<file path="config.mk">
export PLATFORM = sky130hd
export DESIGN_NAME = vga_scanout
export DESIGN_NICKNAME = d
export VERILOG_FILES = /design/src/rtl/vga_pkg.sv /design/src/rtl/vga_timing_generator.sv /design/src/rtl/pixel_fifo.sv /design/src/rtl/fetch_address_unit.sv /design/src/rtl/frame_fetch_control.sv /design/src/rtl/vga_scanout.sv
export SDC_FILE = /design/constraint.sdc
export NUM_CORES = 2
export LEC_CHECK = 0
export BUFFER_PORTS_ARGS = -buffer_cell sky130_fd_sc_hd__buf_2
export CORE_ASPECT_RATIO = 0.75
export CORE_MARGIN = 5
export CORE_UTILIZATION = 55
export CTS_BUF_LIST = sky130_fd_sc_hd__clkbuf_16
export CTS_CLUSTER_DIAMETER = 100
export DETAILED_ROUTE_END_ITERATION = 8
export GPL_ROUTABILITY_DRIVEN = 0
export HOLD_SLACK_MARGIN = 0.06
export PLACE_DENSITY = 0.77
export SETUP_SLACK_MARGIN = 0.05
export SYNTH_ARGS = -nofsm -noshare
export SYNTH_HDL_FRONTEND = slang
export SYNTH_SLANG_ARGS = --single-unit
</file>
<file path="constraint.sdc">
create_clock -name clk -period 6.4 [get_ports clk]
set_input_delay 0.32 -clock clk [delete_from_list [all_inputs] [get_ports clk]]
set_output_delay 0.32 -clock clk [all_outputs]
set_load 0.01 [all_outputs]
</file>
<file path="src/rtl/vga_pkg.sv">
`default_nettype none

package vga_pkg;

	// Byte address on the memory read port
	localparam int ADDR_WIDTH = 32;

	// One framebuffer pixel per memory data word
	localparam int MEM_DATA_WIDTH = 32;

	// Width of one colour channel on the DAC
	localparam int COLOR_WIDTH = 8;

	// Address step from one pixel to the next
	localparam int BYTES_PER_PIXEL = MEM_DATA_WIDTH / 8;

	// Pixel word as it sits in the FIFO
	// Memory side sees the raw word, DAC side picks out the channels
	typedef union packed
	{
		logic [MEM_DATA_WIDTH-1:0] raw;

		// Most significant byte first
		struct packed
		{
			logic [COLOR_WIDTH-1:0] r;
			logic [COLOR_WIDTH-1:0] g;
			logic [COLOR_WIDTH-1:0] b;
			// Not shown on the display
			logic [COLOR_WIDTH-1:0] alpha;
		} color;
	} pixel_word_t;

endpackage

`default_nettype wire

</file>
<file path="src/rtl/vga_timing_generator.sv">
`timescale 1ns/10ps
`default_nettype none

module vga_timing_generator
#(
	parameter int H_ACTIVE = 640,
	parameter int H_FRONT = 16,
	parameter int H_SYNC = 96,
	parameter int H_BACK = 48,
	parameter int V_ACTIVE = 480,
	parameter int V_FRONT = 10,
	parameter int V_SYNC = 2,
	parameter int V_BACK = 33
)
(
	input wire clk,
	input wire reset,
	output logic pixel_enable,
	output logic in_visible_region,
	output logic new_frame,
	output logic vga_hs,
	output logic vga_vs
);

	localparam int H_TOTAL = H_ACTIVE + H_FRONT + H_SYNC + H_BACK;
	localparam int V_TOTAL = V_ACTIVE + V_FRONT + V_SYNC + V_BACK;
	localparam int H_WIDTH = $clog2(H_TOTAL);
	localparam int V_WIDTH = $clog2(V_TOTAL);

	// Phase boundaries, as last index of each region
	localparam logic [H_WIDTH-1:0] H_LAST_ACTIVE = H_WIDTH'(H_ACTIVE - 1);
	localparam logic [H_WIDTH-1:0] H_SYNC_FIRST = H_WIDTH'(H_ACTIVE + H_FRONT);
	localparam logic [H_WIDTH-1:0] H_SYNC_LAST = H_WIDTH'(H_ACTIVE + H_FRONT + H_SYNC - 1);
	localparam logic [H_WIDTH-1:0] H_LAST = H_WIDTH'(H_TOTAL - 1);
	localparam logic [V_WIDTH-1:0] V_LAST_ACTIVE = V_WIDTH'(V_ACTIVE - 1);
	localparam logic [V_WIDTH-1:0] V_SYNC_FIRST = V_WIDTH'(V_ACTIVE + V_FRONT);
	localparam logic [V_WIDTH-1:0] V_SYNC_LAST = V_WIDTH'(V_ACTIVE + V_FRONT + V_SYNC - 1);
	localparam logic [V_WIDTH-1:0] V_LAST = V_WIDTH'(V_TOTAL - 1);

	logic [H_WIDTH-1:0] h_count;
	logic [H_WIDTH-1:0] h_next;
	logic [V_WIDTH-1:0] v_count;
	logic [V_WIDTH-1:0] v_next;
	logic line_end;
	logic visible_next;
	logic h_sync_next;
	logic v_sync_next;

	// Pixel clock is clk divided by two
	always_ff @(posedge clk, posedge reset)
	begin
		if (reset)
			pixel_enable <= 1'b0;
		else
			pixel_enable <= !pixel_enable;
	end

	// Counter positions after the next pixel step
	always_comb
	begin
		line_end = h_count == H_LAST;
		h_next = line_end ? '0 : h_count + 1'b1;
		if (!line_end)
			v_next = v_count;
		else if (v_count == V_LAST)
			v_next = '0;
		else
			v_next = v_count + 1'b1;

		// Decode phases at the new position
		visible_next = h_next <= H_LAST_ACTIVE && v_next <= V_LAST_ACTIVE;
		h_sync_next = h_next >= H_SYNC_FIRST && h_next <= H_SYNC_LAST;
		v_sync_next = v_next >= V_SYNC_FIRST && v_next <= V_SYNC_LAST;
	end

	// Counters start on the last visible pixel
	// so the first frame start comes right after reset
	always_ff @(posedge clk, posedge reset)
	begin
		if (reset)
		begin
			h_count <= H_LAST_ACTIVE;
			v_count <= V_LAST_ACTIVE;
			in_visible_region <= 1'b0;
			vga_hs <= 1'b1;
			vga_vs <= 1'b1;
		end
		else if (pixel_enable)
		begin
			h_count <= h_next;
			v_count <= v_next;
			// Registered so the DAC pins change together
			in_visible_region <= visible_next;
			vga_hs <= !h_sync_next;
			vga_vs <= !v_sync_next;
		end
	end

	// Ends the last pixel of the last visible line
	assign new_frame = pixel_enable && h_count == H_LAST_ACTIVE && v_count == V_LAST_ACTIVE;

endmodule

`default_nettype wire

</file>
<file path="src/rtl/pixel_fifo.sv">
`timescale 1ns/10ps
`default_nettype none

module pixel_fifo
#(
	parameter int FIFO_DEPTH = 128,
	parameter int ALMOST_EMPTY_THRESHOLD = 63
)
(
	input wire clk,
	input wire reset,
	input wire flush_en,
	input wire enqueue_en,
	input wire vga_pkg::pixel_word_t value_i,
	input wire dequeue_en,
	output vga_pkg::pixel_word_t value_o,
	output logic empty,
	output logic almost_empty
);

	localparam int PTR_WIDTH = $clog2(FIFO_DEPTH);
	localparam logic [PTR_WIDTH:0] FULL_COUNT = (PTR_WIDTH + 1)'(FIFO_DEPTH);
	localparam logic [PTR_WIDTH:0] LOW_COUNT = (PTR_WIDTH + 1)'(ALMOST_EMPTY_THRESHOLD);

	// Depth is a power of two so pointers wrap on their own
	logic [PTR_WIDTH-1:0] rd_ptr;
	logic [PTR_WIDTH-1:0] wr_ptr;
	// One bit wider than the pointers to tell full from empty
	logic [PTR_WIDTH:0] count;
	logic full;

	vga_pkg::pixel_word_t storage [FIFO_DEPTH];

	// Write port
	always_ff @(posedge clk)
	begin
		if (enqueue_en && !flush_en)
			storage[wr_ptr] <= value_i;
	end

	always_ff @(posedge clk, posedge reset)
	begin
		if (reset)
		begin
			rd_ptr <= '0;
			wr_ptr <= '0;
			count <= '0;
		end
		else if (flush_en)
		begin
			// Drop everything, a word arriving now included
			rd_ptr <= '0;
			wr_ptr <= '0;
			count <= '0;
		end
		else
		begin
			if (enqueue_en)
				wr_ptr <= wr_ptr + 1'b1;
			if (dequeue_en)
				rd_ptr <= rd_ptr + 1'b1;

			// Occupancy only moves when one side is idle
			if (enqueue_en && !dequeue_en)
				count <= count + 1'b1;
			else if (dequeue_en && !enqueue_en)
				count <= count - 1'b1;
		end
	end

	// Head of queue, read without latency
	assign value_o = storage[rd_ptr];

	assign empty = count == '0;
	assign full = count == FULL_COUNT;
	// Enough room left for one whole burst
	assign almost_empty = count <= LOW_COUNT;

	// Refill is only started with room for a full burst
	overflow_check: assert property (@(posedge clk) disable iff (reset)
		enqueue_en && full && !flush_en |-> dequeue_en)
	else
		$error("pixel_fifo: enqueue while full");

endmodule

`default_nettype wire

</file>
<file path="src/rtl/fetch_address_unit.sv">
`timescale 1ns/10ps
`default_nettype none

module fetch_address_unit
#(
	parameter int H_ACTIVE = 640,
	parameter int V_ACTIVE = 480,
	parameter int BURST_LENGTH = 64,
	parameter logic [vga_pkg::ADDR_WIDTH-1:0] DEFAULT_FB_BASE = 32'h0020_0000
)
(
	input wire clk,
	input wire reset,
	input wire fb_base_update_en,
	input wire [vga_pkg::ADDR_WIDTH-1:0] fb_new_base,
	input wire frame_start,
	input wire burst_done,
	output logic [vga_pkg::ADDR_WIDTH-1:0] burst_addr,
	output logic last_burst
);

	localparam int FRAME_PIXELS = H_ACTIVE * V_ACTIVE;
	localparam int COUNT_WIDTH = $clog2(FRAME_PIXELS + 1);

	// Bytes covered by one burst
	localparam logic [vga_pkg::ADDR_WIDTH-1:0] ADDR_STEP =
		vga_pkg::ADDR_WIDTH'(BURST_LENGTH * vga_pkg::BYTES_PER_PIXEL);
	localparam logic [COUNT_WIDTH-1:0] COUNT_STEP = COUNT_WIDTH'(BURST_LENGTH);
	// Pixels already fetched when the final burst is in flight
	localparam logic [COUNT_WIDTH-1:0] LAST_COUNT = COUNT_WIDTH'(FRAME_PIXELS - BURST_LENGTH);

	logic [vga_pkg::ADDR_WIDTH-1:0] pending_base;
	logic [COUNT_WIDTH-1:0] pixel_count;

	always_ff @(posedge clk, posedge reset)
	begin
		if (reset)
		begin
			pending_base <= DEFAULT_FB_BASE;
			burst_addr <= DEFAULT_FB_BASE;
			pixel_count <= '0;
		end
		else
		begin
			// Host may replace the base at any time
			if (fb_base_update_en)
				pending_base <= fb_new_base;

			// Frame start sees the base held before this cycle
			if (frame_start)
			begin
				burst_addr <= pending_base;
				pixel_count <= '0;
			end
			else if (burst_done)
			begin
				burst_addr <= burst_addr + ADDR_STEP;
				pixel_count <= pixel_count + COUNT_STEP;
			end
		end
	end

	assign last_burst = pixel_count == LAST_COUNT;

endmodule

`default_nettype wire

</file>
<file path="src/rtl/frame_fetch_control.sv">
`timescale 1ns/10ps
`default_nettype none

module frame_fetch_control
#(
	parameter int BURST_LENGTH = 64
)
(
	input wire clk,
	input wire reset,
	input wire new_frame,
	input wire fifo_almost_empty,
	input wire last_burst,
	input wire mem_arready,
	input wire mem_rvalid,
	output logic mem_arvalid,
	output logic frame_start,
	output logic burst_done,
	output logic frame_toggle
);

	// FSM encoding
	localparam logic [1:0] STATE_WAIT_FRAME = 2'd0;
	localparam logic [1:0] STATE_WAIT_ROOM = 2'd1;
	localparam logic [1:0] STATE_ISSUE_ADDR = 2'd2;
	localparam logic [1:0] STATE_BURST_ACTIVE = 2'd3;

	// A single-beat burst still needs one counter bit
	localparam int BEAT_WIDTH = BURST_LENGTH > 1 ? $clog2(BURST_LENGTH) : 1;
	localparam logic [BEAT_WIDTH-1:0] LAST_BEAT = BEAT_WIDTH'(BURST_LENGTH - 1);

	logic [1:0] state;
	logic [1:0] state_next;
	logic [BEAT_WIDTH-1:0] beat_count;

	// Only a controller at rest picks up a new frame
	assign frame_start = state == STATE_WAIT_FRAME && new_frame;
	assign mem_arvalid = state == STATE_ISSUE_ADDR;
	// Final data beat of the current burst
	assign burst_done = state == STATE_BURST_ACTIVE && mem_rvalid && beat_count == LAST_BEAT;

	always_comb
	begin
		state_next = state;
		case (state)
			STATE_WAIT_FRAME:
			begin
				// FIFO is flushed on this same cycle, no room check needed
				if (new_frame)
					state_next = STATE_ISSUE_ADDR;
			end

			STATE_WAIT_ROOM:
			begin
				if (fifo_almost_empty)
					state_next = STATE_ISSUE_ADDR;
			end

			STATE_ISSUE_ADDR:
			begin
				if (mem_arready)
					state_next = STATE_BURST_ACTIVE;
			end

			default:
			begin
				if (burst_done)
				begin
					if (last_burst)
						state_next = STATE_WAIT_FRAME;
					else if (fifo_almost_empty)
						state_next = STATE_ISSUE_ADDR;
					else
						state_next = STATE_WAIT_ROOM;
				end
			end
		endcase
	end

	always_ff @(posedge clk, posedge reset)
	begin
		if (reset)
		begin
			state <= STATE_WAIT_FRAME;
			beat_count <= '0;
			frame_toggle <= 1'b0;
		end
		else
		begin
			state <= state_next;

			// Count data beats within the burst
			if (burst_done)
				beat_count <= '0;
			else if (state == STATE_BURST_ACTIVE && mem_rvalid)
				beat_count <= beat_count + 1'b1;

			if (frame_start)
				frame_toggle <= !frame_toggle;
		end
	end

endmodule

`default_nettype wire

</file>
<file path="src/rtl/vga_scanout.sv">
`timescale 1ns/10ps
`default_nettype none

module vga_scanout
#(
	parameter int H_ACTIVE = 640,
	parameter int H_FRONT = 16,
	parameter int H_SYNC = 96,
	parameter int H_BACK = 48,
	parameter int V_ACTIVE = 480,
	parameter int V_FRONT = 10,
	parameter int V_SYNC = 2,
	parameter int V_BACK = 33,
	parameter int BURST_LENGTH = 64,
	parameter int FIFO_DEPTH = 128,
	parameter logic [vga_pkg::ADDR_WIDTH-1:0] DEFAULT_FB_BASE = 32'h0020_0000
)
(
	input wire clk,
	input wire reset,

	// Host side
	input wire fb_base_update_en,
	input wire [vga_pkg::ADDR_WIDTH-1:0] fb_new_base,
	output logic frame_toggle,

	// Memory read port
	output logic [vga_pkg::ADDR_WIDTH-1:0] mem_araddr,
	output logic [7:0] mem_arlen,
	output logic mem_arvalid,
	input wire mem_arready,
	input wire [vga_pkg::MEM_DATA_WIDTH-1:0] mem_rdata,
	input wire mem_rvalid,
	output logic mem_rready,

	// Video DAC
	output logic [vga_pkg::COLOR_WIDTH-1:0] vga_r,
	output logic [vga_pkg::COLOR_WIDTH-1:0] vga_g,
	output logic [vga_pkg::COLOR_WIDTH-1:0] vga_b,
	output logic vga_clk,
	output logic vga_blank_n,
	output logic vga_hs,
	output logic vga_vs
);

	logic pixel_enable;
	logic in_visible_region;
	logic new_frame;
	logic fifo_empty;
	logic fifo_almost_empty;
	logic fifo_dequeue_en;
	logic frame_start;
	logic burst_done;
	logic last_burst;
	vga_pkg::pixel_word_t fifo_in;
	vga_pkg::pixel_word_t fifo_head;

	vga_timing_generator #(
		.H_ACTIVE(H_ACTIVE),
		.H_FRONT(H_FRONT),
		.H_SYNC(H_SYNC),
		.H_BACK(H_BACK),
		.V_ACTIVE(V_ACTIVE),
		.V_FRONT(V_FRONT),
		.V_SYNC(V_SYNC),
		.V_BACK(V_BACK)
	) i_timing_generator (
		.clk(clk),
		.reset(reset),
		.pixel_enable(pixel_enable),
		.in_visible_region(in_visible_region),
		.new_frame(new_frame),
		.vga_hs(vga_hs),
		.vga_vs(vga_vs)
	);

	// Memory words go in raw
	assign fifo_in.raw = mem_rdata;

	// One pixel leaves per visible pixel period
	assign fifo_dequeue_en = pixel_enable && in_visible_region && !fifo_empty;

	// Flushed each frame so an underrun cannot shift later frames
	pixel_fifo #(
		.FIFO_DEPTH(FIFO_DEPTH),
		.ALMOST_EMPTY_THRESHOLD(FIFO_DEPTH - BURST_LENGTH - 1)
	) i_pixel_fifo (
		.clk(clk),
		.reset(reset),
		.flush_en(new_frame),
		.enqueue_en(mem_rvalid),
		.value_i(fifo_in),
		.dequeue_en(fifo_dequeue_en),
		.value_o(fifo_head),
		.empty(fifo_empty),
		.almost_empty(fifo_almost_empty)
	);

	fetch_address_unit #(
		.H_ACTIVE(H_ACTIVE),
		.V_ACTIVE(V_ACTIVE),
		.BURST_LENGTH(BURST_LENGTH),
		.DEFAULT_FB_BASE(DEFAULT_FB_BASE)
	) i_fetch_address_unit (
		.clk(clk),
		.reset(reset),
		.fb_base_update_en(fb_base_update_en),
		.fb_new_base(fb_new_base),
		.frame_start(frame_start),
		.burst_done(burst_done),
		.burst_addr(mem_araddr),
		.last_burst(last_burst)
	);

	frame_fetch_control #(
		.BURST_LENGTH(BURST_LENGTH)
	) i_frame_fetch_control (
		.clk(clk),
		.reset(reset),
		.new_frame(new_frame),
		.fifo_almost_empty(fifo_almost_empty),
		.last_burst(last_burst),
		.mem_arready(mem_arready),
		.mem_rvalid(mem_rvalid),
		.mem_arvalid(mem_arvalid),
		.frame_start(frame_start),
		.burst_done(burst_done),
		.frame_toggle(frame_toggle)
	);

	// Fixed burst size on every request
	assign mem_arlen = 8'(BURST_LENGTH - 1);
	// FIFO always has room for a burst it asked for
	assign mem_rready = 1'b1;

	// Colour channels from the head word
	assign vga_r = fifo_head.color.r;
	assign vga_g = fifo_head.color.g;
	assign vga_b = fifo_head.color.b;

	// Pixel strobe doubles as the DAC clock
	assign vga_clk = pixel_enable;
	assign vga_blank_n = in_visible_region;

	// Fetch must keep ahead of the display during visible time
	underrun_check: assert property (@(posedge clk) disable iff (reset)
		pixel_enable && in_visible_region |-> !fifo_empty)
	else
		$error("vga_scanout: pixel FIFO underrun");

endmodule

`default_nettype wire

</file>
==> qor.log <==
INFO  cells_and_area layout.nets=6321
INFO  placement      post-dp-hpwl=180mm
INFO  floorplan      core.rowCount=151
INFO  logic_synthesis synth_async_sr_flop_share=4.12%
INFO  sta            timing.slew.headroom=3.31%
INFO  clocking       post-cts-setup-buffer-count=0
INFO  clocking       cts_bufs_inserted=302
INFO  sta            slew_violations=0
INFO  setup_path     end_kind=primary output
INFO  sta            setup_viol_count_final=0
INFO  clocking       postCtsResizedCells=0
INFO  floorplan      die_area=236000squm
INFO  global_route   grt_pass1_wl=471mm
INFO  logic_synthesis netlist.area_leader.share=74.1%
INFO  floorplan      initial_utilization=55.2%
INFO  routing        remaining_drc_errors=0
INFO  pwr            powerDensity=403nW/um^2
INFO  clocking       cts_tree=yes
INFO  floorplan      chipHeight=422microns
INFO  routing        num_vias=64500
INFO  routing        wire_per_inst=35.0microns
INFO  logic_synthesis synth_edf_count=3072
INFO  job            cap_viol_max_count=0
INFO  placement      numPortBuffers=122
INFO  logic_synthesis syn_avg_cell_area=21.4squm
INFO  sta            max_freq=168MHz
INFO  setup_path     worst-endpoint-required=6.08ns
INFO  logic_synthesis syn_inst=5821
INFO  clocking       max-clock-path-buffers=4
INFO  cells_and_area layout-drive-gt1-share=27.6%
INFO  logic_synthesis cell_with_the_most_instances_after_synthesis=edfxtp_1
INFO  floorplan      pin_count=140
INFO  sta            timing.final.crit_share=93.0%
INFO  sta            tightestPinTransition=1.45ns
INFO  logic_synthesis synth.yosys.seq_area_share=76.7%
INFO  outcome        outcome=complete, no violations
INFO  routing        drt_iter0_drc=11100
INFO  clocking       clock_sink_count=3204
INFO  cells_and_area layout-area-overhead-vs-synth=12.2%
INFO  routing        post_drt_via_cell_ratio=6.83
INFO  global_route   grt_use_total=27.8%
INFO  min_path       holdCritPathClass=input pin to flop
INFO  setup_path     critical_path_arrival=5.63ns
INFO  sta            fin_worst_skew=0.0383ns
INFO  clocking       clk_transition_reported_paths=0.06ns
INFO  logic_synthesis synth_largest_area_cell=edfxtp_1
INFO  sta            unrepaired_setup_endpoints_after_global_routing=no
INFO  setup_path     r2r_slack=1.57ns
INFO  logic_synthesis synth.top_cells.by_area=edfxtp_1 (74%), mux4_2 (14%), dfrtp_1 (2.2%), mux2i_1 (2.0%), nor2_1 (0.77%)
INFO  clocking       root_buffer=clkbuf_16
INFO  global_route   grt_pass1_vias=64800
INFO  cells_and_area layout.core_utilization=61.9%
INFO  floorplan      core_area=226000squm
INFO  pwr            ir_worst_vdd=0.389mV
INFO  clocking       clock_latency=0.89ns
INFO  global_route   grt_antenna_before_repair=22
INFO  global_route   grt_overflow=0
INFO  pwr            power_leakage=45.4nW
INFO  setup_path     timing.setup.critical_path_class=flop to primary output
INFO  floorplan      floorplan.die.width=560microns
INFO  routing        wl=331mm
INFO  logic_synthesis synth.distinct_cells=65
INFO  logic_synthesis yosys_most_used_dff=edfxtp_1
INFO  setup_path     crit_fanout=81
INFO  setup_path     worst_setup_path_start_kind=flop
INFO  logic_synthesis ys_ff_latch=3204
INFO  sta            finalWorstPathRequiredPeriod=5.95ns
INFO  sta            finalHoldViolCount=0
INFO  logic_synthesis ys.warnings.count=0
INFO  logic_synthesis synth.top_cells.by_count=edfxtp_1 (3072), mux4_2 (757), nor2_1 (257)
INFO  routing        dr.pass1.iters=6
INFO  sta            tns=0ns
INFO  routing        final_antenna_net_count=0
INFO  logic_synthesis syn_area=125000squm
INFO  clocking       htree_levels=5
INFO  global_route   grt_start_max_net_pins=122
final cells by class:
| class | count | area [sq um] |
|---|---|---|
| Sequential cell | 3204 | 95600 |
| Fill cell | 14700 | 85900 |
| Multi-Input combinational cell | 2283 | 27600 |
| Clock buffer | 310 | 7760 |
| Tap cell | 2983 | 3730 |
| Timing Repair Buffer | 424 | 3350 |
| Clock inverter | 219 | 1540 |
| Inverter | 20 | 77.6 |
| Antenna cell | 10 | 25.0 |
worst max-delay path: stages, from the launching register on:
cell and delay [ns]:
dfrtp_4 1.04, buf_12 0.42, buf_12 0.46, mux4_2 0.31, nor2b_1 0.15, a211oi_1 0.10
a2111oi_0 1.04, o221ai_1 0.52, nand3_1 0.44, buf_2 0.20
per-layer routing:
| layer | vias to the layer above | track usage (%) | part of all wire (%) |
|---|---|---|---|
| met1 | 33400 | 38.6 | 35 |
| met2 | 5139 | 41.6 | 45 |
| li1 | 25100 | - | - |
| met3 | 862 | 9.21 | 15 |
| met5 | - | 0 | 0.036 |
| met4 | 16 | 11.0 | 4.7 |
sequential cells by signal (all words and copies together), names as in the netlist:
register / count
i_timing_generator.vga_hs: 1
i_fetch_address_unit.pixel_count: 13
i_frame_fetch_control.beat_count: 6
i_timing_generator.in_visible_region: 1
i_pixel_fifo.count: 8
i_pixel_fifo.storage: 3072
i_fetch_address_unit.burst_addr: 32
i_timing_generator.h_count: 10
i_frame_fetch_control.state: 2
i_timing_generator.pixel_enable: 1
i_frame_fetch_control.frame_toggle: 1
i_timing_generator.v_count: 10
i_fetch_address_unit.pending_base: 32
i_pixel_fifo.wr_ptr: 7
i_pixel_fifo.rd_ptr: 7
i_timing_generator.vga_vs: 1
power by group:
part | leakage, nW | internal, W | switching [W]
logic | 11.4 | 0.00589 | 0.00940
registers | 29.2 | 0.0235 | 0.000457
clock network | 4.81 | 0.00953 | 0.00763
total | 45.4 | 0.0389 | 0.0175
logic make-up (layout without fill, tap and decap cells):
| family | after synthesis | count (layout) | synth area share, % |
|---|---|---|---|
| buffers and inverters | 341 | 973 | 1.43 |
| flip-flops | 3204 | 3204 | 76.7 |
| adder cells (fa/ha/maj) | 17 | 17 | 0.177 |
| multiplexers | 1086 | 1086 | 16.4 |
| AND/OR/NAND/NOR | 612 | 612 | 2.22 |
| XOR/XNOR | 48 | 48 | 0.337 |
| AO/OA/AOI/OAI | 511 | 511 | 2.68 |
| other | 2 | 19 | 0.00603 |
worst paths after layout:
kind / end / from / cells after the start
max: vga_b[2] / i_pixel_fifo.rd_ptr[1]$_DFFE_PP0P_ / 9
min: i_pixel_fifo.storage[94][14]$_DFFE_PP_ / mem_rdata[14] / 1
max reg2reg: i_pixel_fifo.storage[117][19]$_DFFE_PP_ / i_timing_generator.v_count[1]$_DFFE_PP1P_ / 8
min reg2reg: i_fetch_address_unit.burst_addr[6]$_DFFE_PP0P_ / i_fetch_address_unit.burst_addr[6]$_DFFE_PP0P_ / 2
max in group asynchronous: i_pixel_fifo.rd_ptr[3]$_DFFE_PP0P_ / reset / 4
min in group asynchronous: i_fetch_address_unit.pending_base[2]$_DFFE_PP0P_ / reset / 3
per-stage QoR:
stage	power, W	std cells	setup slack (ns)	hold slack [ns]	area, sq um
after floorplan	0.0333	5828	2.59	0.419	125000
after global placement	0.0389	8856	1.48	0.456	130000
after detailed placement	0.0391	8856	1.49	0.454	130000
after CTS	0.0562	9443	0.532	0.0702	140000
after global routing	0.0580	9443	0.440	0.0857	140000
final	0.0564	9453	0.451	0.0900	140000
cell usage in the layout, fill, tap and decap left out, drive strengths merged, types with 31 or more instances in the layout:
cell type | synthesis | routed
dlygate4sd3 | 0 | 58
o21ai | 112 | 112
nand2 | 144 | 144
o22ai | 34 | 34
a22oi | 77 | 77
buf | 207 | 366
nor2 | 257 | 257
mux2i | 247 | 247
mux2 | 82 | 82
nand3 | 50 | 50
clkbuf | 114 | 310
mux4 | 757 | 757
edfxtp | 3072 | 3072
dfrtp | 112 | 112
clkinv | 1 | 120
inv | 19 | 93
a31oi | 31 | 31
a21oi | 101 | 101
timing repair:
action	in CTS	in global routing
hold buffers	58	0
endpoints found under the hold margin	989	0
endpoints found under the setup margin	0	0
(Power assumes the default switching activity.)
